**src/cpu_pkg.sv**
```systemverilog
`default_nettype none

package cpu_pkg;

    localparam int data_w     = 16;             // data and instruction word
    localparam int reg_addr_w = 4;              // 16 registers

    typedef enum logic [3:0] {
        op_add  = 4'd0,
        op_addi = 4'd1,
        op_sub  = 4'd2,
        op_subi = 4'd3,
        op_and  = 4'd4,
        op_or   = 4'd5,
        op_xor  = 4'd6,
        op_lw   = 4'd7,                         // rt <- mem[rs]
        op_sw   = 4'd8,                         // mem[rs] <- rt
        op_sll  = 4'd9,
        op_slti = 4'd10,
        op_lwo  = 4'd11,                        // rt <- mem[rs+imm]
        op_swo  = 4'd12,                        // mem[rs+imm] <- rt
        op_beq  = 4'd13,
        op_bne  = 4'd14,
        op_halt = 4'd15
    } opcode_t;

    typedef enum logic [3:0] {
        alu_add,
        alu_sub,
        alu_and,
        alu_or,
        alu_xor,
        alu_sll,
        alu_slt
    } alu_op_t;

    typedef enum logic [1:0] {mem_none, mem_read, mem_write} mem_op_t;

    typedef enum logic [1:0] {br_none, br_eq, br_ne} branch_t;

endpackage

`default_nettype wire

```
**src/instr_mem.sv**
```systemverilog
`timescale 1ns/100ps
`default_nettype none

module instr_mem import cpu_pkg::*; #(
    parameter int imem_aw = 8
) (
    input  logic               clk,
    input  logic               load_en,
    input  logic [imem_aw-1:0] load_addr,
    input  logic [data_w-1:0]  load_data,
    input  logic [imem_aw-1:0] pc,
    output logic [data_w-1:0]  instr
);

    logic [data_w-1:0] mem [2**imem_aw];

    // program load port
    always_ff @(posedge clk) begin
        if (load_en) mem[load_addr] <= load_data;
    end

    assign instr = mem[pc];

endmodule

`default_nettype wire

```
**config.mk**
```make
export PLATFORM = sky130hd
export DESIGN_NAME = instr_mem
export DESIGN_NICKNAME = d
export VERILOG_FILES = /design/src/cpu_pkg.sv /design/src/instr_mem.sv
export SDC_FILE = /design/constraint.sdc
export NUM_CORES = 2
export LEC_CHECK = 0
export ABC_AREA = 1
export BUFFER_PORTS_ARGS = -buffer_cell sky130_fd_sc_hd__buf_2
export CAP_MARGIN = 5
export CORE_ASPECT_RATIO = 1.1
export CORE_MARGIN = 2
export CORE_UTILIZATION = 41
export CTS_BUF_LIST = sky130_fd_sc_hd__clkbuf_2 sky130_fd_sc_hd__clkbuf_4 sky130_fd_sc_hd__clkbuf_8
export DETAILED_ROUTE_END_ITERATION = 7
export HOLD_SLACK_MARGIN = 0.15
export SETUP_SLACK_MARGIN = 0.2
export SYNTH_ARGS = -nofsm -noshare
export SYNTH_HDL_FRONTEND = slang
export SYNTH_SLANG_ARGS = --single-unit
```
**constraint.sdc**
```tcl
create_clock -name clk -period 2 [get_ports clk]
set_input_delay 0.2 -clock clk [delete_from_list [all_inputs] [get_ports clk]]
set_output_delay 0.2 -clock clk [all_outputs]
set_load 0.005 [all_outputs]
```
# Word level (Yosys, flattened, before mapping)
# Memories as Yosys holds them, arrays and structs flattened.
# Index checks and enable logic that the tools add are counted.
# word_totals
reg_bits	0
ramBits	4096
inputBits	34
output_inout_bits	16
wordCells	3
memories	1
# op_classes
n_mux	2
# memory_table
memory	depth	word_bits	read_ports	rd_ports_with_merged_regs	wr	line_no	source
mem	256	16	1	0	1	instr_mem.sv:15	logic [data_w-1:0] mem [2**imem_aw];
# ops
cell	n
$mux W1	2

# Longest topological paths before layout
# depth
word_depth	2
depth_mapped	15
depth_no_buf	11

# Worst setup path before layout
# Ideal clock, no wire load.
# synth_path
kind	in2reg
from	input port load_en
to	memory mem[164][0], enable pin
arrival_time_ns	1.652
required_time_ns	1.612
slack_ns	-0.040
cell_stages	4
n_path_buf	2
cell_sequence	clkbuf_1 -> nand3_1 -> clkbuf_1 -> nor2_1
# synth_between
elab_chain_len	2
# synth_rtl
element	line_no	source
start: declaration	instr_mem.sv:8	input logic load_en,
$mux W1	instr_mem.sv:19	if (load_en) mem[load_addr] <= load_data;
$mux W1 (implied by the code)	instr_mem.sv:19	
end: declaration	instr_mem.sv:15	
# No other way between the ends.

# Worst setup path in the final report
# layout_path
from	memory mem[204][9]
to	output port instr[9]
# layout_between
elab_chain_len	1
# layout_rtl
element	line_no	source
$mem_v2 Z256 W16	--	
end: declaration	instr_mem.sv:12	output logic [data_w-1:0] instr
# No other way between the ends.

==> results.json <==
{
  "syn_area_per_cell_um2": 12.2,
  "clock.fmax_mhz": 318,
  "synthTopCellsByArea": "edfxtp_1 74%, nand3_1 12%, nand2_1 9.6%",
  "std_cell_rows": 244,
  "syn_to_final_growth_pct": 21.7,
  "final_max_slew_viol_count": 0,
  "max_cap_viol_count": 0,
  "synthArstFlopShare_pct": 0,
  "initial_utilization_pct": 41.2,
  "critPathKind": "flip-flop to output pin",
  "power.total_uw": 177000,
  "avgViaCountPerCell": 5.52,
  "drt-initial-drc-count": 13000,
  "die_area_mm2": 0.408,
  "nets": 14800,
  "worst_pin_slew_ns": 1.09,
  "synth_cell_types": 14,
  "cp-start-kind": "flip-flop",
  "clk_pin_slew_ns": 0.07,
  "wl_per_cell_um": 25.2,
  "drc_errors": 0,
  "cts_setup_buffers": 0,
  "largest_register_ffs": 4096,
  "cts_buffers": 630,
  "ios": 50,
  "regMostFlops": "mem",
  "finalCriticalPeriod_ns": 3.15,
  "grt-ovfl-total": 0,
  "reg_top3": "mem (4096)",
  "antenna_left": 0,
  "drt_first_pass_iters": 6,
  "wirelength_mm": 517,
  "cts_tree": "yes",
  "grt_pass1_vias": 108000,
  "powerDensity_mw_per_mm2": 878,
  "cp-end-kind": "output pin",
  "layout_setup_ws_ns": -1.15,
  "synthCells": 13600,
  "peakVddDrop_v": 0.000572,
  "cp.arrival_ns": 2.95,
  "worstHoldEndpoint": "mem[231][11]$_DFFE_PP_",
  "yosys_warnings": 0,
  "fillCellCount": 34100,
  "slew_headroom_pct": 27.3,
  "fp.coreArea_mm2": 0.401,
  "worstHoldPathCells": 3,
  "setup_viol_count_final": 16,
  "clock-sinks": 4096,
  "io_buffers": 49,
  "synth_top_area_share_pct": 74.4,
  "ys_ff_latch": 4096,
  "grt_max_degree": 91,
  "p_leak_uw": 0.0716,
  "rsz0062_at_grt": "yes",
  "period_share_pct": 157,
  "synth_flop_cell": "edfxtp_1",
  "synth_fp_nets": 13600,
  "die_y_um": 670,
  "netlist_area_mm2": 0.165,
  "synth_most_common_cell": "nand2_1",
  "cts_buffer_depth": 4,
  "antenna_found_initial": 27,
  "worstPathMaxFanout": 1,
  "routabilityCongestion": 0.918,
  "h-tree-depth": 6,
  "violations": "setup timing",
  "ys_seq_area_share_pct": 74.4,
  "hold_viol_final": 0,
  "hold_path_class": "primary input to flip-flop",
  "cp_data_required_time_ns": 1.80,
  "place_hpwl_mm": 321,
  "yosys.area.top_type": "edfxtp_1",
  "num_vias": 113000,
  "synth_common_cells": "4211 x nand2_1, 4096 x edfxtp_1, 4035 x nand3_1",
  "min-delay-start": "load_data[11]",
  "synth_edf_count": 4096,
  "ctsRootBufferMaster": "clkbuf_8",
  "dp_slack_ns": -1.37,
  "grt_pass1_wl_mm": 749,
  "die_x_um": 610,
  "status": "finished with violations",
  "grt_use_total_pct": 24.8,
  "drive_gt1_share_pct": 20.3
}
==> metal layers <==
metal / share of wire, % / up-vias / GRT usage [%]
li1: - / 51000 / -
met2: 47 / 5169 / 39.9
met1: 40 / 56000 / 33.3
met4: 4.9 / 2 / 11.4
met5: 0.0025 / - / 0
met3: 8.0 / 959 / 3.58
==> final cells by class <==
cell class / instances / area (µm²) / area share [%]
diodes: 17 / 42.5 / 0.0211
clock buffers: 820 / 10100 / 5.03
clock inverters: 287 / 1770 / 0.879
inverters: 39 / 203 / 0.101
multi-input cells: 8529 / 42100 / 20.9
flip-flops and latches: 4096 / 123000 / 61.1
well taps: 5289 / 6620 / 3.29
repair buffers: 1421 / 17500 / 8.70
==> worst max path at each step <==
stage	startpoint	end	slack (ns)	depth (start not counted)
5_1_grt	mem[203][11]$_DFFE_PP_	instr[11]	-1.24	13
3_3_place_gp	pc[0]	instr[11]	-1.41	16
3_5_place_dp	pc[1]	instr[8]	-1.37	15
4_1_cts	mem[67][11]$_DFFE_PP_	instr[11]	-1.20	12
6_report	mem[204][9]$_DFFE_PP_	instr[9]	-1.15	13
2_1_floorplan	load_en	mem[164][0]$_DFFE_PP_	-0.04	4
==> timing repair <==
item | CTS | global route
endpoints found under the hold margin | 8166 | 0
hold buffers | 60 | 0
resized for setup | 717 | 251
pin swaps | 159 | 109
endpoints found under the setup margin | 16 | 1850
cloned | 0 | 0
==> stage by stage <==
stage / hold WS (ns) / util, % / cell area (µm²) / std cells / TNS, ns
2_1_floorplan: 0.299 / - / 165000 / 13600 / -15.74
3_3_place_gp: 0.582 / 45.7 / 184000 / 19300 / -17.89
3_5_place_dp: 0.585 / 45.7 / 184000 / 19300 / -17.93
4_1_cts: 0.152 / 49.8 / 200000 / 20500 / -18.71
5_1_grt: 0.176 / 50.1 / 201000 / 20500 / -19.30
6_report: 0.227 / 50.1 / 201000 / 20500 / -17.59
==> power by group <==
part,switching [µW],internal (µW),total (µW)
registers,39.8,94600,94700
clock network,32900,34200,67100
logic,10200,4750,14900
==> cells by family after synthesis <==
group | synth area share, %
buffers and inverters | 3.22
DFF | 74.4
and+or+nand+nor | 22.4
==> critical path, cell delays in order (launching register included) <==
cell      delay (ns)
edfxtp_1        0.36
nand2_1         0.09
nand3_2         0.10
nand3_2         0.08
nand3_2         0.11
nand3_2         0.09
buf_6           0.14
nand3_4         0.12
nand3_4         0.17
nand2_4         0.08
nand2_4         0.09
nand2_8         0.08
buf_6           0.12
buf_6           0.10
==> placed cells by master (no fill, tap or decap), drive strengths merged <==
master,netlist,layout
bufinv,0,7
clkinvlp,0,20
diode,0,17
clkinv,0,237
nor2,283,283
dlymetal6s4s,0,4
edfxtp,4096,4096
dlygate4sd3,0,47
clkbuf,154,820
nand3,4035,4035
nand2,4211,4211
inv,39,62
buf,783,1370
Power figures use the tool's default switching activity.
