--- config.mk ---
export PLATFORM = sky130hd
export DESIGN_NAME = alu
export DESIGN_NICKNAME = d
export VERILOG_FILES = /design/src/cpu_pkg.sv /design/src/alu.sv
export SDC_FILE = /design/constraint.sdc
export NUM_CORES = 1
export LEC_CHECK = 0
export BUFFER_PORTS_ARGS = -buffer_cell sky130_fd_sc_hd__buf_2
export CAP_MARGIN = 10
export CORE_ASPECT_RATIO = 1.5
export CORE_UTILIZATION = 55
export DETAILED_ROUTE_END_ITERATION = 12
export PLACE_DENSITY_LB_ADDON = 0.1
export SYNTH_ARGS = -nofsm -noshare
export SYNTH_HDL_FRONTEND = slang
export SYNTH_SLANG_ARGS = --single-unit
--- constraint.sdc ---
create_clock -name vclk -period 12.2
set_clock_uncertainty 0.15 [all_clocks]
set_input_delay 1.22 -clock vclk [all_inputs]
set_output_delay 1.22 -clock vclk [all_outputs]
set_load 0.03 [all_outputs]
--- src/cpu_pkg.sv ---
`default_nettype none

package cpu_pkg;

    localparam int data_w     = 16;             // data and instruction word
    localparam int reg_addr_w = 4;              // 16 registers

    typedef enum logic [3:0] {
        op_add  = 4'd0,
        op_addi = 4'd1,
        op_sub  = 4'd2,
        op_subi = 4'd3,
        op_and  = 4'd4,
        op_or   = 4'd5,
        op_xor  = 4'd6,
        op_lw   = 4'd7,                         // rt <- mem[rs]
        op_sw   = 4'd8,                         // mem[rs] <- rt
        op_sll  = 4'd9,
        op_slti = 4'd10,
        op_lwo  = 4'd11,                        // rt <- mem[rs+imm]
        op_swo  = 4'd12,                        // mem[rs+imm] <- rt
        op_beq  = 4'd13,
        op_bne  = 4'd14,
        op_halt = 4'd15
    } opcode_t;

    typedef enum logic [3:0] {
        alu_add,
        alu_sub,
        alu_and,
        alu_or,
        alu_xor,
        alu_sll,
        alu_slt
    } alu_op_t;

    typedef enum logic [1:0] {mem_none, mem_read, mem_write} mem_op_t;

    typedef enum logic [1:0] {br_none, br_eq, br_ne} branch_t;

endpackage

`default_nettype wire

--- src/alu.sv ---
`timescale 1ns/100ps
`default_nettype none

module alu import cpu_pkg::*; (
    input  logic [data_w-1:0] a,
    input  logic [data_w-1:0] b,
    input  alu_op_t           alu_op,
    output logic [data_w-1:0] result,
    output logic              zero
);

    logic slt;

    assign slt = $signed(a) < $signed(b);

    always_comb begin
        case (alu_op)
            alu_add: result = a + b;
            alu_sub: result = a - b;
            alu_and: result = a & b;
            alu_or:  result = a | b;
            alu_xor: result = a ^ b;
            alu_sll: result = a << b[3:0];      // shift amount from low nibble
            alu_slt: result = {{(data_w-1){1'b0}}, slt};
            default: result = '0;
        endcase
    end

    // used by the fetch unit for beq/bne
    assign zero = (result == '0);

endmodule

`default_nettype wire

Word-level counts from Yosys, hierarchy flattened
Index checks and enable logic that the tools add are counted.
{"block": "totals", "input_bits": 36, "regBits": 0, "output_inout_bits": 17}
{"block": "op_classes", "shift": 1, "n_addsub": 2, "muxes": 1, "n_lt_le_gt_ge": 1, "bitwise": 3, "eq_ne": 6, "n_reduce_logical": 2}
{"cell": "one-hot mux 16 bit (7 select lines)", "count": 1}
{"cell": "adder 16 bit", "count": 1}
{"cell": "bitwise AND 16 bit", "count": 1}
{"cell": "logical NOT 16 bit", "count": 1}
{"cell": "< comparator 16 bit", "count": 1}
{"cell": "OR 16 bit", "count": 1}
{"cell": "<< shifter 16 x 4 -> 16 bit", "count": 1}
{"cell": "subtractor 16 bit", "count": 1}
{"cell": "bitwise XOR 16 bit", "count": 1}
{"cell": "equality test 4 x 3 -> 1 bit (second input constant)", "count": 3}
{"cell": "equality test 4 x 2 -> 1 bit (second input constant)", "count": 2}
{"cell": "equality test 4 x 1 -> 1 bit (second input constant)", "count": 1}
{"cell": "logical NOT 4 bit", "count": 1}

Longest topological paths before layout
{"block": "logic_depth", "depth_word": 3, "mapped_depth": 13}

Least setup slack after synthesis
No wires, ideal clock.
{"block": "synth_timing", "path_kind": "input-to-output", "startpoint": "in b[1]", "endpoint": "out zero", "arrival_time_ns": 5.404, "cell_stages": 13, "n_path_buf": 2, "setup_slack_ns": 5.426, "cell_sequence": "buf_2 > inv_1 > clkbuf_1 > ha_1 > a211oi_1 > a211oi_1 > a221o_1 > nand2_1 > o311ai_0 > or4_1 > or4_1 > or4_1 > nor4_2"}
{"block": "synth_via", "elab_chain_len": 3}
{"item": "from (decl)", "line_no": "alu.sv:6", "source": "input logic [data_w-1:0] b,"}
{"item": "subtractor 16 bit, or another cell as far along", "line_no": "alu.sv:19", "source": "alu_sub: result = a - b;"}
{"item": "one-hot mux 16 bit (7 select lines) (*)", "line_no": "alu.sv:17", "source": "case (alu_op)"}
{"item": "net result[3]", "line_no": "alu.sv:8", "source": "output logic [data_w-1:0] result,"}
{"item": "logical NOT 16 bit (*)", "line_no": "alu.sv:30", "source": "assign zero = (result == '0);"}
{"item": "to (decl)", "line_no": "alu.sv:9", "source": "output logic zero"}
Mark *: on every way through the listed nets, which the timed path passes. The rest lies on a longest branch.

Worst setup path after layout
{"block": "layout_timing", "startpoint": "in b[2]", "endpoint": "out zero"}
{"block": "layout_via", "elab_chain_len": 3}
{"item": "subtractor 16 bit, or another cell as far along", "line_no": "alu.sv:19"}
{"item": "one-hot mux 16 bit (7 select lines) (*)", "line_no": "alu.sv:17"}
{"item": "logical NOT 16 bit (*)", "line_no": "alu.sv:30"}
Every way passes the cells marked *; elsewhere a longest branch is shown, timed or not.

==> flow_metrics.env <==
export IMPL_post_route_period_util=0.546
export IMPL_yosysTopAreaCellShare=0.201
export IMPL_yosys_area_top_type="ha_1"
export IMPL_ys_warnings_count=0
export IMPL_cellPowerDensity_nw_per_um2=46.7
export IMPL_drc=0
export IMPL_port_buffers=53
export IMPL_synthTopCellsByArea="ha_1, inv_1, a21oi_1"
export IMPL_final_nets=591
export IMPL_layout_common_cells="buf_2, ha_1, inv_1"
export IMPL_postRouteAntennaNets=0
export IMPL_placed_cell_area_sq_um=3510
export IMPL_arrival_ns=5.29
export IMPL_multiInputGateArea_sq_um=2950
export IMPL_cts_setup_buffers=0
export IMPL_hp_start="b[3]"
export IMPL_worst_path_largest_cell_delay_ns=0.70
export IMPL_totalWireLength_mm=12.5
export IMPL_hpwl_mm=9.52
export IMPL_initial_core_util=0.582
export IMPL_synth_nets=564
export IMPL_cts_resized_gates=0
export IMPL_power_leakage_uw=0.00161
export IMPL_tightest_slew_ns=0.885
export IMPL_drtIter0Drc=365
export IMPL_nClkBuffers=0
export IMPL_grt_pass1_vias=3683
export IMPL_drt_pass1_iterations=5
export IMPL_slew_headroom=0.402
export IMPL_max_vdd_ir_drop_v=0.0000242
export IMPL_grt_overflow_total=0
export IMPL_fmax_mhz=150
export IMPL_synth_cells=474
export IMPL_ys_types=69
export IMPL_io_pins=53
export IMPL_cp_required_ns=10.83
export IMPL_diodes=0
export IMPL_gp_congestion=1.01
export IMPL_vias_per_cell=7.02
export IMPL_cp_end_kind="output pin"
export IMPL_fillers=558
export IMPL_setup_viol=0
export IMPL_synth_avg_cell_area_sq_um=6.84
export IMPL_final_min_clock_period_ns=6.66
export IMPL_finalHoldViolations=0
export IMPL_cp_top_family="simple AND/OR/NAND/NOR gates"
export IMPL_tns_ns=0
export IMPL_die_w_microns=64.7
export IMPL_drv_slew=0
export IMPL_max_cap_viol_count=0
export IMPL_synth_area_sq_um=3240
export IMPL_status="finished clean"
export IMPL_path_max_fanout=16
export IMPL_cp_slowest_cell="a2111oi_0"
export IMPL_hold_path_end="result[12]"
export IMPL_core_area_sq_um=5570
export IMPL_rsz0062_at_grt="false"
export IMPL_fp_dieH_microns=96.0
export IMPL_grt_pass1_wl_mm=18.8
export IMPL_cts_hold_buf=0
export IMPL_hold_path_class="in2out"
export IMPL_grt_max_degree=24
export IMPL_crit_chain="buf_2, inv_1, ha_1, nor2_1, o211ai_1, a2111oi_0, o31ai_1, o2111ai_1, nand3_1, or4_1, or4_1, nor4_2, buf_2"
export IMPL_wl_per_cell_microns=22.0
export IMPL_antenna_found_initial=0
export IMPL_design_seq_count=0
export IMPL_track_usage=0.401
export IMPL_layout_commonest_cell="buf_2"
export IMPL_hold_path_cell_count=4
export IMPL_via_count=3995
export IMPL_area_growth_pct=8.38
export IMPL_num_rows=33
export IMPL_crit_path_start_kind="input pin"
export IMPL_layout_cell_area_non_filler_sq_um=3510
export IMPL_drive_gt1_frac=0.154
export IMPL_dieArea_sq_um=6210
export IMPL_path_buf_inv=3
export IMPL_crit_type="in2out"
export IMPL_regArea_sq_um=0
export IMPL_ys_seq_area_frac=0
-- cell usage after synthesis (5+ instances only) --
cell type	number
a211oi_1	6
a21oi_1	35
a221oi_1	6
a22oi_1	7
a31oi_1	6
and2_1	6
buf_2	7
clkbuf_1	21
ha_1	52
inv_1	47
mux2i_1	17
nand2_1	31
nand2b_1	6
nand3_1	13
nor2_1	39
nor2b_1	6
nor3_1	7
nor4_1	6
nor4b_1	5
o2111ai_1	6
o211ai_1	8
o21ai_0	31
o221ai_1	5
o22ai_1	8
o31ai_1	5
or3_1	5
-- report_power, final --
group          total, uW  internal [uW]  switching, uW
Combinational        164           56.9            107
Clock                  0              0              0
Sequential             0              0              0
-- worst max-delay path by stage --
stage | startpoint | to | slack, ns | cells past startpoint
2_1_floorplan | b[1] | zero | 5.43 | 13
3_3_place_gp | b[0] | zero | 5.67 | 13
3_5_place_dp | b[0] | zero | 5.62 | 13
4_1_cts | b[0] | zero | 5.59 | 13
5_1_grt | b[0] | zero | 5.39 | 13
6_report | b[2] | zero | 5.54 | 13
-- through the flow --
step / setup slack, ns / util / total power (uW) / hold WS (ns) / cells
2_1_floorplan: 5.43 / - / 112 / 2.65 / 474
6_report: 5.54 / 0.630 / 164 / 2.96 / 569
3_3_place_gp: 5.67 / 0.630 / 157 / 2.90 / 569
4_1_cts: 5.59 / 0.630 / 160 / 2.91 / 569
5_1_grt: 5.39 / 0.630 / 176 / 2.95 / 569
3_5_place_dp: 5.62 / 0.630 / 159 / 2.91 / 569
-- worst min-delay path: cells and delay by family --
kind,cells,cell delay (ns)
buffers and inverters,2,0.38
AO/OA/AOI/OAI,2,0.29
-- layer usage --
metal	global-route usage	wire, microns	vias up
met1	0.459	4720	1837
met3	0.0190	985	63
met2	0.724	5980	265
met5	0	0	-
met4	0.248	848	0
li1	-	-	1830
-- cell families (layout without fill, tap and decap cells) --
kind of cell,Yosys count,in the layout,share of synthesized area
xor gates and xnor gates,3,3,0.00811
muxes,23,23,0.0884
buffers and inverters,79,104,0.0965
and+or+nand+nor,149,149,0.242
AOI/OAI and AO/OA,166,166,0.352
adders and majority gates,54,54,0.213
-- area by class of cell --
cell class	instances	share of cell area
Timing Repair Buffer	57	0.0840
Tap cell	70	0.0249
Multi-Input combinational cell	395	0.841
Inverter	47	0.0502
Note: power is estimated with default switching activity, not from simulation.
