--- src/cpu_pkg.sv ---
`default_nettype none

package cpu_pkg;

    localparam int data_w     = 16;             // data and instruction word
    localparam int reg_addr_w = 4;              // 16 registers

    typedef enum logic [3:0] {
        op_add  = 4'd0,
        op_addi = 4'd1,
        op_sub  = 4'd2,
        op_subi = 4'd3,
        op_and  = 4'd4,
        op_or   = 4'd5,
        op_xor  = 4'd6,
        op_lw   = 4'd7,                         // rt <- mem[rs]
        op_sw   = 4'd8,                         // mem[rs] <- rt
        op_sll  = 4'd9,
        op_slti = 4'd10,
        op_lwo  = 4'd11,                        // rt <- mem[rs+imm]
        op_swo  = 4'd12,                        // mem[rs+imm] <- rt
        op_beq  = 4'd13,
        op_bne  = 4'd14,
        op_halt = 4'd15
    } opcode_t;

    typedef enum logic [3:0] {
        alu_add,
        alu_sub,
        alu_and,
        alu_or,
        alu_xor,
        alu_sll,
        alu_slt
    } alu_op_t;

    typedef enum logic [1:0] {mem_none, mem_read, mem_write} mem_op_t;

    typedef enum logic [1:0] {br_none, br_eq, br_ne} branch_t;

endpackage

`default_nettype wire

--- src/reg_file.sv ---
`timescale 1ns/100ps
`default_nettype none

module reg_file import cpu_pkg::*; (
    input  logic                  clk,
    input  logic                  rst_n,
    input  logic [reg_addr_w-1:0] ra,
    input  logic [reg_addr_w-1:0] rb,
    output logic [data_w-1:0]     rd_a,
    output logic [data_w-1:0]     rd_b,
    input  logic                  we,
    input  logic [reg_addr_w-1:0] wa,
    input  logic [data_w-1:0]     wd
);

    logic [data_w-1:0] regs [2**reg_addr_w];

    always_ff @(posedge clk or negedge rst_n) begin
        if (!rst_n) begin
            for (int i = 0; i < 2**reg_addr_w; i++) begin
                regs[i] <= '0;
            end
        end else if (we && wa != '0) begin  // r0 is never written
            regs[wa] <= wd;
        end
    end

    assign rd_a = (ra == '0) ? '0 : regs[ra];
    assign rd_b = (rb == '0) ? '0 : regs[rb];

endmodule

`default_nettype wire

--- config.mk ---
export PLATFORM = sky130hd
export DESIGN_NAME = reg_file
export DESIGN_NICKNAME = d
export VERILOG_FILES = /design/src/cpu_pkg.sv /design/src/reg_file.sv
export SDC_FILE = /design/constraint.sdc
export NUM_CORES = 1
export LEC_CHECK = 0
export BUFFER_PORTS_ARGS = -buffer_cell sky130_fd_sc_hd__buf_2
export CAP_MARGIN = 20
export CORE_UTILIZATION = 60
export CTS_CLUSTER_DIAMETER = 100
export DETAILED_ROUTE_END_ITERATION = 16
export GPL_TIMING_DRIVEN = 0
export PLACE_DENSITY = 0.78
export SETUP_SLACK_MARGIN = 0.05
export SLEW_MARGIN = 20
export SYNTH_ARGS = -nofsm -noshare
export SYNTH_HDL_FRONTEND = slang
export SYNTH_SLANG_ARGS = --single-unit
--- constraint.sdc ---
create_clock -name clk -period 1.7 [get_ports clk]
set_input_delay 0.17 -clock clk [delete_from_list [all_inputs] [get_ports clk]]
set_output_delay 0.17 -clock clk [all_outputs]
set_load 0.05 [all_outputs]
---- Word-level counts from Yosys, hierarchy flattened ----
Index checks and enable logic that the tools add are counted.
storage, ports and cells
  bits of input ports ..................... 31
  word-level logic and storage cells ...... 39
  register bits ........................... 256
  output and inout bits ................... 32
cells by class
  bitwise operators ....................... 3
  order comparisons ....................... 4
  reductions and logical operators ........ 5
  multiplexer cells ....................... 11
operators with widths
  cell                  count
  $bwmux W256           1
  $bmux W16 S4          2
  $mux W16              7
  $demux W16 S4         1
  $ge A5 B5 Y1 const B  3
  $not A4 Y5            3
  $logic_not A4 Y1      2
  $lt A5 B1 Y1 const B  1
  $reduce_bool A4 Y1    1
  $logic_and A1 B1 Y1   2

---- Logic depth before layout (Yosys ltp) ----
  word-level depth ........................ 6
  mapped depth ............................ 7

---- Least setup slack after synthesis ----
Ideal clock, no wire load.
  kind .................................... input port to output port
  start ................................... input port ra[3]
  end ..................................... output port rd_a[14]
  stages .................................. 5
  setup slack ............................. -0.619 ns
  arrival ................................. 2.149 ns
  cell sequence ........................... buf_4 -> buf_2 -> buf_2 -> mux4_2 -> o21ai_0
on the way
  longest elaborated chain between the ends .. 5
  elaborated cells between the ends (all ways) .. 6
  classes of those cells .................. mux (4); bitwise (1); reduce/logical (1)
ends and longest elaborated chain
  element                                       line            text
  start: declaration                            reg_file.sv:7   input logic [reg_addr_w-1:0] ra,
  $not A4 Y5 (implied by the code)              reg_file.sv:28  assign rd_a = (ra == '0) ? '0 : regs[ra];
  $bmux W16 S4                                  reg_file.sv:28
  $mux W16 (implied by the code) (2 in series)  reg_file.sv:28
  $mux W16 (*)                                  reg_file.sv:28
  end: declaration                              reg_file.sv:9   output logic [data_w-1:0] rd_a,
Mark *: on every way between the ends. The rest lies on a longest branch, timed or not. The select of a mux whose other input is x is not followed.

---- Worst setup path after layout ----
  start ................................... register regs[14] (netlist bit)
  end ..................................... output port rd_b[14]
on the way
  longest elaborated chain between the ends .. 4
ends and longest elaborated chain
  element                                       line            text
  start: declaration                            reg_file.sv:16  logic [data_w-1:0] regs [2**reg_addr_w];
  start signal: indexed assignment              reg_file.sv:24  regs[wa] <= wd;
  $bmux W16 S4                                  reg_file.sv:29  assign rd_b = (rb == '0) ? '0 : regs[rb];
  $mux W16 (implied by the code) (2 in series)  reg_file.sv:29
  $mux W16                                      reg_file.sv:29
  end: declaration                              reg_file.sv:10  output logic [data_w-1:0] rd_b,
No other way between the ends. The select of a mux whose other input is x is not followed.

==> run metrics <==
status finished, violations left; synthesized instance count 919; number of antenna violations at the first check in global routing 0; final number of setup-violating endpoints 32; number of max-cap violations 0; number of synthesized flops with an enable pin 0; average instance area after synthesis 14.1 sq um; largest family of logic cells by synthesized area multiplexers; minimum setup slack after placement -0.865 ns; origin of the critical flop-to-flop path regs[81]$_DFFE_PN0P_; clock sink total 241; maximum ir drop on the vdd rail 1040 uV; shortest period the worst path allows 2.18 ns; count of antenna-violating nets left after detailed routing 0; multiplexer area fraction after synthesis 42.1%; count of yosys warnings during synthesis 0; worst path setup slack after routing -0.481 ns; FFs w/ async S/R, synth 100%; share of synthesized cell area in and, or, nand and nor gates 1.98%; Final Max Tran Viols 0; Inserted Diodes 0; fraction of the cycle the final worst path needs 128%; setup slack on the worst flop-to-flop path 0.68 ns; width of the chip 149 um; post-detailed-routing wire length 40.2 mm; I/O pin total 63; Cells on Worst Hold Path 2; nature of the critical path endpoint output pin; clock latency reported for the late side of the worst-skew pair 0.53 ns; netlist area before placement 0.0130 sq mm; Compound-Gate Fraction of Synth Area 5.85%; clock-pin slew on the worst setup and hold paths 0.06 ns; Hold Violations, Final 0; number of cells in the design after placement 1254; most common library cell in the layout ignoring fill and taps dfrtp_1; floorplan core area 0.0212 sq mm; startpoint of the worst hold path wd[2]; transition time at the pin with the least slew margin 1.20 ns; top cell type's share of synthesized area 46.4%; via/cell ratio 6.91; wire length of the first global-routing pass 59.6 mm; hold_ws 0.0160 ns; die area 0.0222 sq mm; number of distinct library cells after synthesis 34; via count 9359; remaining global-route overflow 0; path depth of the worst reg2reg path 3; Fmax 459 MHz; Die Y 149 um; post-layout instance count excluding filler cells 1354; final cell utilization of the core 77.0%; final estimated routing congestion in global placement 0.877; number of levels in the clock H-tree 1; Slew HR 20.3%; vias in the first global route 9567; I/O Buffers 57; clock tree from TritonCTS built; Worst Setup Start Kind flip-flop; Longest Clk Path Bufs 3; starting DRC count in detailed routing 975; sequential cell area fraction in the yosys report 46.4%; violated checks setup timing; unrepaired setup endpoints after global routing yes; Clock Skew 0 ns; commonest cells after routing, fill and taps aside 241 x dfrtp_1, 237 x mux2_2, 77 x mux2i_1; cell type contributing the most total cell area after synthesis dfrtp_1; routed wire length per instance 29.7 um; total DRC errors in the routed layout 0; type of the worst setup path flip-flop to output pin; Pre-antenna DRT Iters 5; end point of the worst hold path regs[34]$_DFFE_PN0P_; Largest register FFs 241; Detailed Place HPWL 24.8 mm; row count 53; leak pwr 6.86 nW; end of the worst register-to-register path regs[81]$_DFFE_PN0P_; required arrival time at the worst endpoint 1.53 ns; crit-path max FO 3; growth of design area from synthesis to finish 25.4%; total power divided by cell area 1220 mW/mm^2; pin count of the biggest net entering global routing 87; adder-cell area share of the yosys netlist 0%; Critical Path AT 2.01 ns; register bit count reported by yosys 241; root cell of the clock tree clkbuf_16; Final Net Count 1090; Area contributors post-synth dfrtp_1 46%, mux2_2 22%, mux4_2 12%; proportion of layout cells with a drive suffix above 1 58.3%; xor/xnor share of the synthesized area 0%; Synthesized Nets 950; register with the most flip-flops regs; Most used DFF post-synth dfrtp_1; number of buffers inserted during clock tree synthesis 26; starting density of the core 61.4%; class of the worst hold path input pin to flip-flop; GRT Resource Usage Total 37.2%; registers with the highest flip-flop counts regs x241
==> area by class of cell <==
type / instances / area (sq um)
inverter: 1 / 3.75
fill: 1233 / 4870
timing repair buffer: 112 / 1020
sequential: 241 / 6030
tap: 275 / 344
buffer: 87 / 581
clock buffer: 45 / 823
clock inverter: 3 / 15.0
multi-input combinational: 590 / 7470
==> cell families (layout without fill, tap and decap cells) <==
group	after synthesis	in the layout
flip-flops	241	241
AO/OA/AOI/OAI	113	113
AND/OR/NAND/NOR	48	48
buffers and inverters	88	248
multiplexers	429	429
==> worst max-delay path by stage <==
| stage | from | to | slack, ns | cells after the start |
|---|---|---|---|---|
| 6_report | regs[14]$_DFFE_PN0P_ | rd_b[14] | -0.48 | 5 |
| 5_1_grt | regs[14]$_DFFE_PN0P_ | rd_b[14] | -0.50 | 5 |
| 4_1_cts | regs[14]$_DFFE_PN0P_ | rd_b[14] | -0.48 | 5 |
| 3_5_place_dp | ra[3] | rd_a[3] | -0.86 | 8 |
| 3_3_place_gp | rst_n | regs[168]$_DFFE_PN0P_ | -3.89 | 1 |
| 2_1_floorplan | ra[3] | rd_a[14] | 0.007 | 5 |
==> report_power, final <==
| part | leakage, nW | switching (mW) | total (mW) | internal (mW) |
|---|---|---|---|---|
| clock network | 0.414 | 2.32 | 5.58 | 3.26 |
| logic | 3.49 | 2.87 | 6.17 | 3.30 |
| registers | 2.96 | 1.06 | 8.14 | 7.08 |
| total | 6.86 | 6.25 | 19.9 | 13.6 |
==> routing by layer <==
| metal | global-route usage [%] | up-vias | routed length [um] |
|---|---|---|---|
| li1 | - | 3805 | - |
| met1 | 52.3 | 4934 | 16300 |
| met2 | 56.9 | 522 | 18400 |
| met3 | 9.91 | 98 | 4140 |
| met4 | 11.0 | 0 | 1300 |
| met5 | 0 | - | 0 |
==> worst max-delay path: stages (launching register included) <==
cell,delay (ns)
dfrtp_1,0.40
mux4_2,0.48
mux2_4,0.29
nand2_4,0.08
o31ai_4,0.06
buf_6,0.16
==> stage by stage <==
stage	instance area [sq um]	TNS [ns]	power, mW
floorplan	13500	0	11.8
global placement	14100	-976.01	12.8
detailed placement	14200	-48.88	13.1
CTS	16000	-12.96	19.5
global route	16300	-14.29	20.6
finish	16300	-13.35	19.9
==> cell usage after synthesis (3+ instances only) <==
master and count:
mux2_2 251, dfrtp_1 241, mux2i_1 107, mux4_2 67, a21oi_1 47, buf_2 40, clkbuf_1 32, a22oi_1 16
a221o_1 15, nor2_1 15, a2111oi_0 14, o22ai_1 14, nor2_2 9, buf_4 6, buf_6 6, nand2_1 5
nand2b_1 5, mux2_4 4, o21ai_0 3, or3_1 3
==> timing repair <==
action,4_1_cts,5_1_grt
hold buffers,15,0
buffers inserted,23,13
pin swaps,34,21
hold endpoints to repair,171,0
cloned,0,1
gates resized for setup,156,27
endpoints found under the setup margin,32,118
Note: power is estimated with default switching activity, not from simulation.
