--- config.mk ---
export PLATFORM = sky130hd
export DESIGN_NAME = control_unit
export DESIGN_NICKNAME = d
export VERILOG_FILES = /design/src/cpu_pkg.sv /design/src/control_unit.sv
export SDC_FILE = /design/constraint.sdc
export NUM_CORES = 1
export LEC_CHECK = 0
export BUFFER_PORTS_ARGS = -buffer_cell sky130_fd_sc_hd__buf_2
export CAP_MARGIN = 0
export CORE_AREA = 2 2 39 41
export DETAILED_ROUTE_END_ITERATION = 8
export DIE_AREA = 0 0 41 43
export PLACE_DENSITY_LB_ADDON = 0.12
export SETUP_SLACK_MARGIN = 0.4
export SKIP_LAST_GASP = 1
export SLEW_MARGIN = 20
export SYNTH_ARGS = -nofsm -noshare
export SYNTH_HDL_FRONTEND = slang
export SYNTH_SLANG_ARGS = --single-unit
--- constraint.sdc ---
create_clock -name vclk -period 0.8
set_input_delay 0 -clock vclk [all_inputs]
set_output_delay 0 -clock vclk [all_outputs]
set_load 0.01 [all_outputs]
--- src/cpu_pkg.sv ---
`default_nettype none

package cpu_pkg;

    localparam int data_w     = 16;             // data and instruction word
    localparam int reg_addr_w = 4;              // 16 registers

    typedef enum logic [3:0] {
        op_add  = 4'd0,
        op_addi = 4'd1,
        op_sub  = 4'd2,
        op_subi = 4'd3,
        op_and  = 4'd4,
        op_or   = 4'd5,
        op_xor  = 4'd6,
        op_lw   = 4'd7,                         // rt <- mem[rs]
        op_sw   = 4'd8,                         // mem[rs] <- rt
        op_sll  = 4'd9,
        op_slti = 4'd10,
        op_lwo  = 4'd11,                        // rt <- mem[rs+imm]
        op_swo  = 4'd12,                        // mem[rs+imm] <- rt
        op_beq  = 4'd13,
        op_bne  = 4'd14,
        op_halt = 4'd15
    } opcode_t;

    typedef enum logic [3:0] {
        alu_add,
        alu_sub,
        alu_and,
        alu_or,
        alu_xor,
        alu_sll,
        alu_slt
    } alu_op_t;

    typedef enum logic [1:0] {mem_none, mem_read, mem_write} mem_op_t;

    typedef enum logic [1:0] {br_none, br_eq, br_ne} branch_t;

endpackage

`default_nettype wire

--- src/control_unit.sv ---
`timescale 1ns/100ps
`default_nettype none

module control_unit import cpu_pkg::*; (
    input  opcode_t opcode,
    output logic    reg_dst,
    output logic    alu_src,
    output logic    mem_to_reg,
    output logic    reg_write,
    output logic    address_src,
    output logic    halt_op,
    output alu_op_t alu_op,
    output mem_op_t mem_op,
    output branch_t branch
);

    always_comb begin
        // defaults describe a nop, each opcode overrides what it needs
        reg_dst     = 1'b0;
        alu_src     = 1'b0;
        mem_to_reg  = 1'b0;
        reg_write   = 1'b0;
        address_src = 1'b0;
        halt_op     = 1'b0;
        alu_op      = alu_add;
        mem_op      = mem_none;
        branch      = br_none;

        case (opcode)
            op_add, op_sub, op_and, op_or, op_xor, op_sll: begin
                reg_dst   = 1'b1;               // three-register form writes rd
                reg_write = 1'b1;
                case (opcode)
                    op_sub:  alu_op = alu_sub;
                    op_and:  alu_op = alu_and;
                    op_or:   alu_op = alu_or;
                    op_xor:  alu_op = alu_xor;
                    op_sll:  alu_op = alu_sll;
                    default: alu_op = alu_add;
                endcase
            end
            op_addi, op_subi, op_slti: begin
                alu_src   = 1'b1;               // sign-extended imm as operand b
                reg_write = 1'b1;
                case (opcode)
                    op_subi: alu_op = alu_sub;
                    op_slti: alu_op = alu_slt;
                    default: alu_op = alu_add;
                endcase
            end
            op_lw, op_lwo: begin
                alu_src     = 1'b1;             // rs+imm for the offset form
                address_src = (opcode == op_lw);
                mem_op      = mem_read;
                mem_to_reg  = 1'b1;
                reg_write   = 1'b1;
            end
            op_sw, op_swo: begin
                alu_src     = 1'b1;
                address_src = (opcode == op_sw);
                mem_op      = mem_write;
            end
            op_beq: begin
                alu_op = alu_sub;               // zero flag gives rs == rt
                branch = br_eq;
            end
            op_bne: begin
                alu_op = alu_sub;
                branch = br_ne;
            end
            op_halt: halt_op = 1'b1;
            default: ;
        endcase
    end

endmodule

`default_nettype wire

Yosys cells after proc, flatten, opt, wreduce, memory -nomap -nowiden --
Cells that the tools add are included.
Operators by class: equality and inequality tests 15, mux-type cells 11, reductions and logical operators 8
Operator list (number):
- == test 4 bit, second input constant | 8
- == test 4 x 3 -> 1 bit, second input constant | 4
- one-hot mux 3 bit (5 select lines) | 1
- OR reduction 11 bit | 1
- one-hot mux 3 bit (3 select lines) | 1
- == test 4 x 2 -> 1 bit, second input constant | 2
- one-hot mux 2 bit (2 select lines) | 2
- OR reduction 7 bit | 1
- one-hot mux 3 bit (2 select lines) | 1
- OR reduction 2 bit | 3
- OR reduction 6 bit | 1
- two-way mux 1 bit | 5
- == test 4 x 1 -> 1 bit, second input constant | 1
- logical NOT 4 bit | 1
- OR reduction 3 bit | 1
- one-hot mux 1 bit (2 select lines) | 1
Storage, ports and cells: register bits after elaboration 0, input port bits 4, output and inout port bits 14, logic and storage cells 34

Logic depth before layout (Yosys ltp) --
Gate-level depths: netlist of run 1.
word-level depth 3, depth in mapped cells 4, gate-level depth less buffers 3

Worst setup path before layout of run 1 --
Ideal clock, no wire load.
path type input port to output port, from input port opcode[2], to output port mem_op[0], data arrival time 732 ps, data required time 800 ps, slack 68 ps, stages 4, cells stage by stage nand2b_2 -> and2_1 -> nor2_1 -> buf_4
On the way: cells in the longest elaborated chain, start to end 3, elaborated cells between the ends (all ways) 7
RTL lines:
- from (decl) | RTL line control_unit.sv:5 | input opcode_t opcode,
- == test 4 bit or == test 4 x 3 -> 1 bit (tied branches) | RTL line control_unit.sv:29 | case (opcode)
- OR reduction 2 bit | RTL line control_unit.sv:29
- one-hot mux 2 bit (2 select lines) * | RTL line control_unit.sv:29
- to (decl) | RTL line control_unit.sv:13 | output mem_op_t mem_op,
Mark *: on every way between the ends. The rest lies on a longest branch, timed or not.

Final worst setup path of run 1 --
from input port opcode[3], to output port mem_op[0]
Same word-level chain as after synthesis.

==> metrics.yaml, run 1 <==
synthesis:
  synth_cell_types: 16
  synth_mux_area_frac: 0
  post_synthesis_mean_instance_area_um2: 5.933
  postSynthNetCount: 35
  dominant_combinational_cell_family_by_area_after_synthesis: "simple AND/OR/NAND/NOR gates"
  synth_compound_area_frac: 0.3197
  gate_count_after_technology_mapping: 31
  synth.cell_area_um2: 183.9
  synth.yosys.seq_area_share: 0
  simple_gate_area_share_of_the_yosys_netlist: 0.5170
  synth_area_in_adders: 0
  xor_and_xnor_area_share_after_synthesis: 0
  ys_warn_count: 0
job:
  maxCapViolations: 0
worst_setup_path:
  cp_cell_sequence: "buf_12 > nand2b_4 > and2_4 > nor2_4 > buf_6"
  crit_type: "in2out"
  cp-start-kind: "input port"
  timing.critical_path.arrival_ns: 0.66
  crit_fanout: 6
  worst_setup_path_end_kind: "primary output"
  critPathRequiredTime_ns: 0.80
  max_stage_delay_ns: 0.17
  worst_path_max_delay_cell: "and2_4"
detailed_routing:
  post_drt_via_cell_ratio: 4.232
  dr_total_vias: 292
  per_cell_routed_wire_length_um: 10.16
  wl_final_um: 701
  antenna_left: 0
  drc: 0
  drtIter0Drc: 1
  drt-pass1-iter-count: 2
die:
  die_area_um2: 1763
  floorplan.io_pins: 18
  die-height_um: 43
  core-area_um2: 1384
  initial_core_util: 0.1329
  fp.dieW_um: 41
  row_count: 14
layout:
  sequential_cell_total: 0
  post_route_cells_drive_above_1_share: 0.7925
  area.sequential_um2: 0
  area_growth_syn_to_layout_pct: 163.3
  clock_buffers: 0
  most-common-layout-cells: "11 x buf_2, 5 x buf_6, 5 x buf_4"
  antenna_cells_inserted: 0
  final_common_cell: "buf_2"
  fin_nets: 59
sta:
  layout_min_cycle_time_ns: 0.6645
  min_period_over_period: 0.8307
  drv_slew: 0
  final_number_of_setup_violating_endpoints: 0
  finalSetupTns_ns: 0
  hold_viol: 0
  setup_repair_after_global_routing_missed_its_margin: "true"
  fmax_mhz: 1505
grt:
  grt_pass1_wl_mm: 1.097
  antenna_found_initial: 0
  globalRouteTotalUtil: 0.08292
  grt_pass1_vias: 256
  gr-total-overflow: 0
  grt_max_degree: 8
clock_tree:
  cts_hold_repair.buffers: 0
placement:
  dpl.hpwl_um: 511
  place.gp.congestion: 0.6150
  placement.io_buffers: 17
power:
  power_per_cell_area_nw_per_um2: 564.1
  vdd.ir_drop.worst_mv: 0.1916
  leakagePower_nw: 0.2361
  total_power_consumption_mw: 0.2732
hold_path:
  class_of_the_most_critical_hold_timing_path: "in2out"
outcome:
  status: "completed"
[cells in the mapped netlist (2+ instances only)]
cell type  instances  area, µm²
o21ai_0            2      10.01
o22ai_1            3      18.77
nor2_1             6      22.52
buf_4              2      15.01
nand2_1            4      15.01
and2_1             2      12.51
nand2b_2           3      26.28
[final timing paths]
kind / from / end / slack [ns] / cells after the start
min: opcode[0] / reg_dst / 0.29 / 3
max: opcode[3] / mem_op[0] / 0.14 / 5
[what timing repair did]
action	CTS	global route
pin swaps	10	3
endpoints found under the setup margin	13	13
resized for setup	27	3
endpoints found under the hold margin	0	0
buffers inserted	4	0
[worst max-delay path, delay by kind of cell]
kind / cells / cell delay (ns)
buffers and inverters: 2 / 0.22
and+or+nand+nor: 3 / 0.44
[area by class of cell]
| cell class | instances | area (µm²) |
|---|---|---|
| fillers | 160 | 899.6 |
| multi-input cells | 28 | 240.2 |
| repair buffers | 25 | 224.0 |
| well taps | 16 | 20.02 |
[metrics by stage]
stage / cell area [µm²] / instances / util / setup WS [ns] / hold slack, ns
after global routing: 484.2 / 69 / 0.3499 / 0.08957 / 0.3104
after floorplan: 237.7 / 31 / - / 0.2667 / 0.04958
after CTS: 470.5 / 69 / 0.3400 / 0.1217 / 0.2894
after detailed placement: 339.1 / 65 / 0.2450 / 0.02032 / 0.3722
after global placement: 339.1 / 65 / 0.2450 / 0.01391 / 0.3667
final: 484.2 / 69 / 0.3499 / 0.1355 / 0.2860
[routing by layer]
metal,GRT usage,part of all wire,up-vias
li1,-,-,150
met2,0.1438,0.51,10
met1,0.1171,0.44,132
met4,0,0,0
met5,0,0,-
met3,0,0.051,0
[power breakdown]
part,switching [mW],internal [mW],total [mW],leakage [nW]
clock,0,0,0,0
combinational,0.122,0.151,0.273,0.236
sequential,0,0,0,0
total,0.122,0.151,0.273,0.236
[cell families after synthesis]
logic type      after synthesis
other cells                   1
simple gates                 18
compound gates                9
buf+inv                       3
No activity file was read; power rests on OpenSTA's default activity.
==> inputs of run 2 (changes only) <==
--- a/config.mk
+++ b/config.mk
@@ -5,6 +5,7 @@
 export SDC_FILE = /design/constraint.sdc
 export NUM_CORES = 1
 export LEC_CHECK = 0
+export ABC_AREA = 1
 export BUFFER_PORTS_ARGS = -buffer_cell sky130_fd_sc_hd__buf_2
 export CAP_MARGIN = 0
 export CORE_AREA = 2 2 39 41
==> metrics.yaml, run 2 <==
sta:
  worst_slack_ns: 0.2360
  setup_repair_after_global_routing_missed_its_margin: "true"
  final_number_of_setup_violating_endpoints: 0
  min_period_over_period: 0.7051
  layout_min_cycle_time_ns: 0.5640
  finalSetupTns_ns: 0
  hold_viol: 0
  fmax_mhz: 1773
  drv_slew: 0
job:
  maxCapViolations: 0
synthesis:
  synth_area_leader_cell: "nand2_1"
  post_synthesis_mean_instance_area_um2: 4.521
  post-synth-top-area-fraction: 0.2453
  synthTopCellsByArea: "nand2_1 25%, nor2_1 13%, nand3_1 7.5%"
  gate_count_after_technology_mapping: 44
  synth_common_cells: "13 x nand2_1, 7 x nor2_1, 4 x inv_2"
  postSynthNetCount: 48
  synth.yosys.seq_area_share: 0
  synth_cell_types: 15
  synthMostInstantiatedCell: "nand2_1"
  synth.cell_area_um2: 198.9
  ys_warn_count: 0
die:
  fp.dieW_um: 41
  die_area_um2: 1763
  initial_core_util: 0.1438
  floorplan.io_pins: 18
  core-area_um2: 1384
  row_count: 14
  die-height_um: 43
power:
  design_internal_power_mw: 0.1250
  switchingPower_mw: 0.1383
  switching_fraction_of_total_power: 0.5253
  pwr-share-seq: 0
  clock_power_share: 0
  leakagePower_nw: 0.2508
  power_per_cell_area_nw_per_um2: 550.8
  power.share.combinational: 1.000
  vdd.ir_drop.worst_mv: 0.2051
grt:
  grt_max_degree: 9
  gr-total-overflow: 0
  grt_pass1_vias: 255
  grt_pass1_wl_mm: 1.014
  antenna_found_initial: 0
  globalRouteTotalUtil: 0.07493
detailed_routing:
  per_cell_routed_wire_length_um: 8.117
  wl_final_um: 625
  post_drt_via_cell_ratio: 4.052
  dr_total_vias: 312
  antenna_left: 0
  drt-pass1-iter-count: 4
  drtIter0Drc: 5
  drc: 0
placement:
  place.gp.congestion: 0.6872
  place_ws_ns: 0.08665
  placement.io_buffers: 17
  dpl.hpwl_um: 508.9
clock_tree:
  cts_hold_repair.buffers: 0
worst_setup_path:
  worst_setup_path_end_kind: "primary output"
  critPathRequiredTime_ns: 0.80
  cp-start-kind: "input port"
  crit_type: "in2out"
  crit_fanout: 6
  timing.critical_path.arrival_ns: 0.56
layout:
  most-common-layout-cells: "11 x buf_2, 8 x nand2_1, 5 x nor2_2"
  clock_buffers: 0
  fin_nets: 67
  antenna_cells_inserted: 0
  area.sequential_um2: 0
  sequential_cell_total: 0
  final_common_cell: "buf_2"
  area_growth_syn_to_layout_pct: 140.3
  post_route_cells_drive_above_1_share: 0.7377
outcome:
  status: "completed"
hold_path:
  class_of_the_most_critical_hold_timing_path: "in2out"
## run 2: cell type report
cell class / instances / area [µm²]
Timing Repair Buffer: 20 / 175.2
Fill cell: 160 / 905.9
Multi-Input combinational cell: 34 / 234.0
Tap cell: 16 / 20.02
Inverter: 7 / 48.80
## run 2: critical path, stage by stage
cell	delay (ns)
buf_12	0.12
nor2_4	0.16
nand2_2	0.08
nand3_1	0.08
buf_2	0.12
## run 2: path summary, 6_finish.rpt
path	start	slack (ns)	to	cells past startpoint
worst max-delay path	opcode[2]	0.24	reg_dst	5
worst min-delay path	opcode[1]	0.28	mem_op[1]	3
## run 2: routing by layer
layer	part of all wire	track usage
met5	0	0
met3	0.061	0
met4	0	0
met1	0.42	0.1234
met2	0.52	0.1125
## run 2: timing repair
item | CTS | global route
cloned | 0 | 0
setup buffers | 0 | 3
endpoints found under the setup margin | 13 | 13
gates resized for setup | 28 | 4
pin swaps | 5 | 4
## run 2: logic make-up (layout without fill, tap and decap cells)
group | after synthesis | count (layout) | synth area share
simple gates | 28 | 28 | 0.6226
other cells | 1 | 1 | 0.01885
compound gates | 5 | 5 | 0.1257
buf+inv | 10 | 27 | 0.2326
## run 2: power by group through the flow
stage	sequential (mW)	combinational, mW	clock, mW
final	0	0.263	0
after global routing	0	0.285	0
after CTS	0	0.248	0
after detailed placement	0	0.189	0
after global placement	0	0.191	0
after floorplan	0	0.130	0
## run 2: through the flow
stage	utilization	area (µm²)	hold slack (ns)	power [mW]	cells
floorplan	-	272.8	0.05069	0.1304	44
global placement	0.2514	347.8	0.3920	0.1906	74
detailed placement	0.2514	347.8	0.3959	0.1894	74
CTS	0.3183	440.4	0.2845	0.2483	74
global route	0.3454	478.0	0.2906	0.2852	77
finish	0.3454	478.0	0.2810	0.2633	77
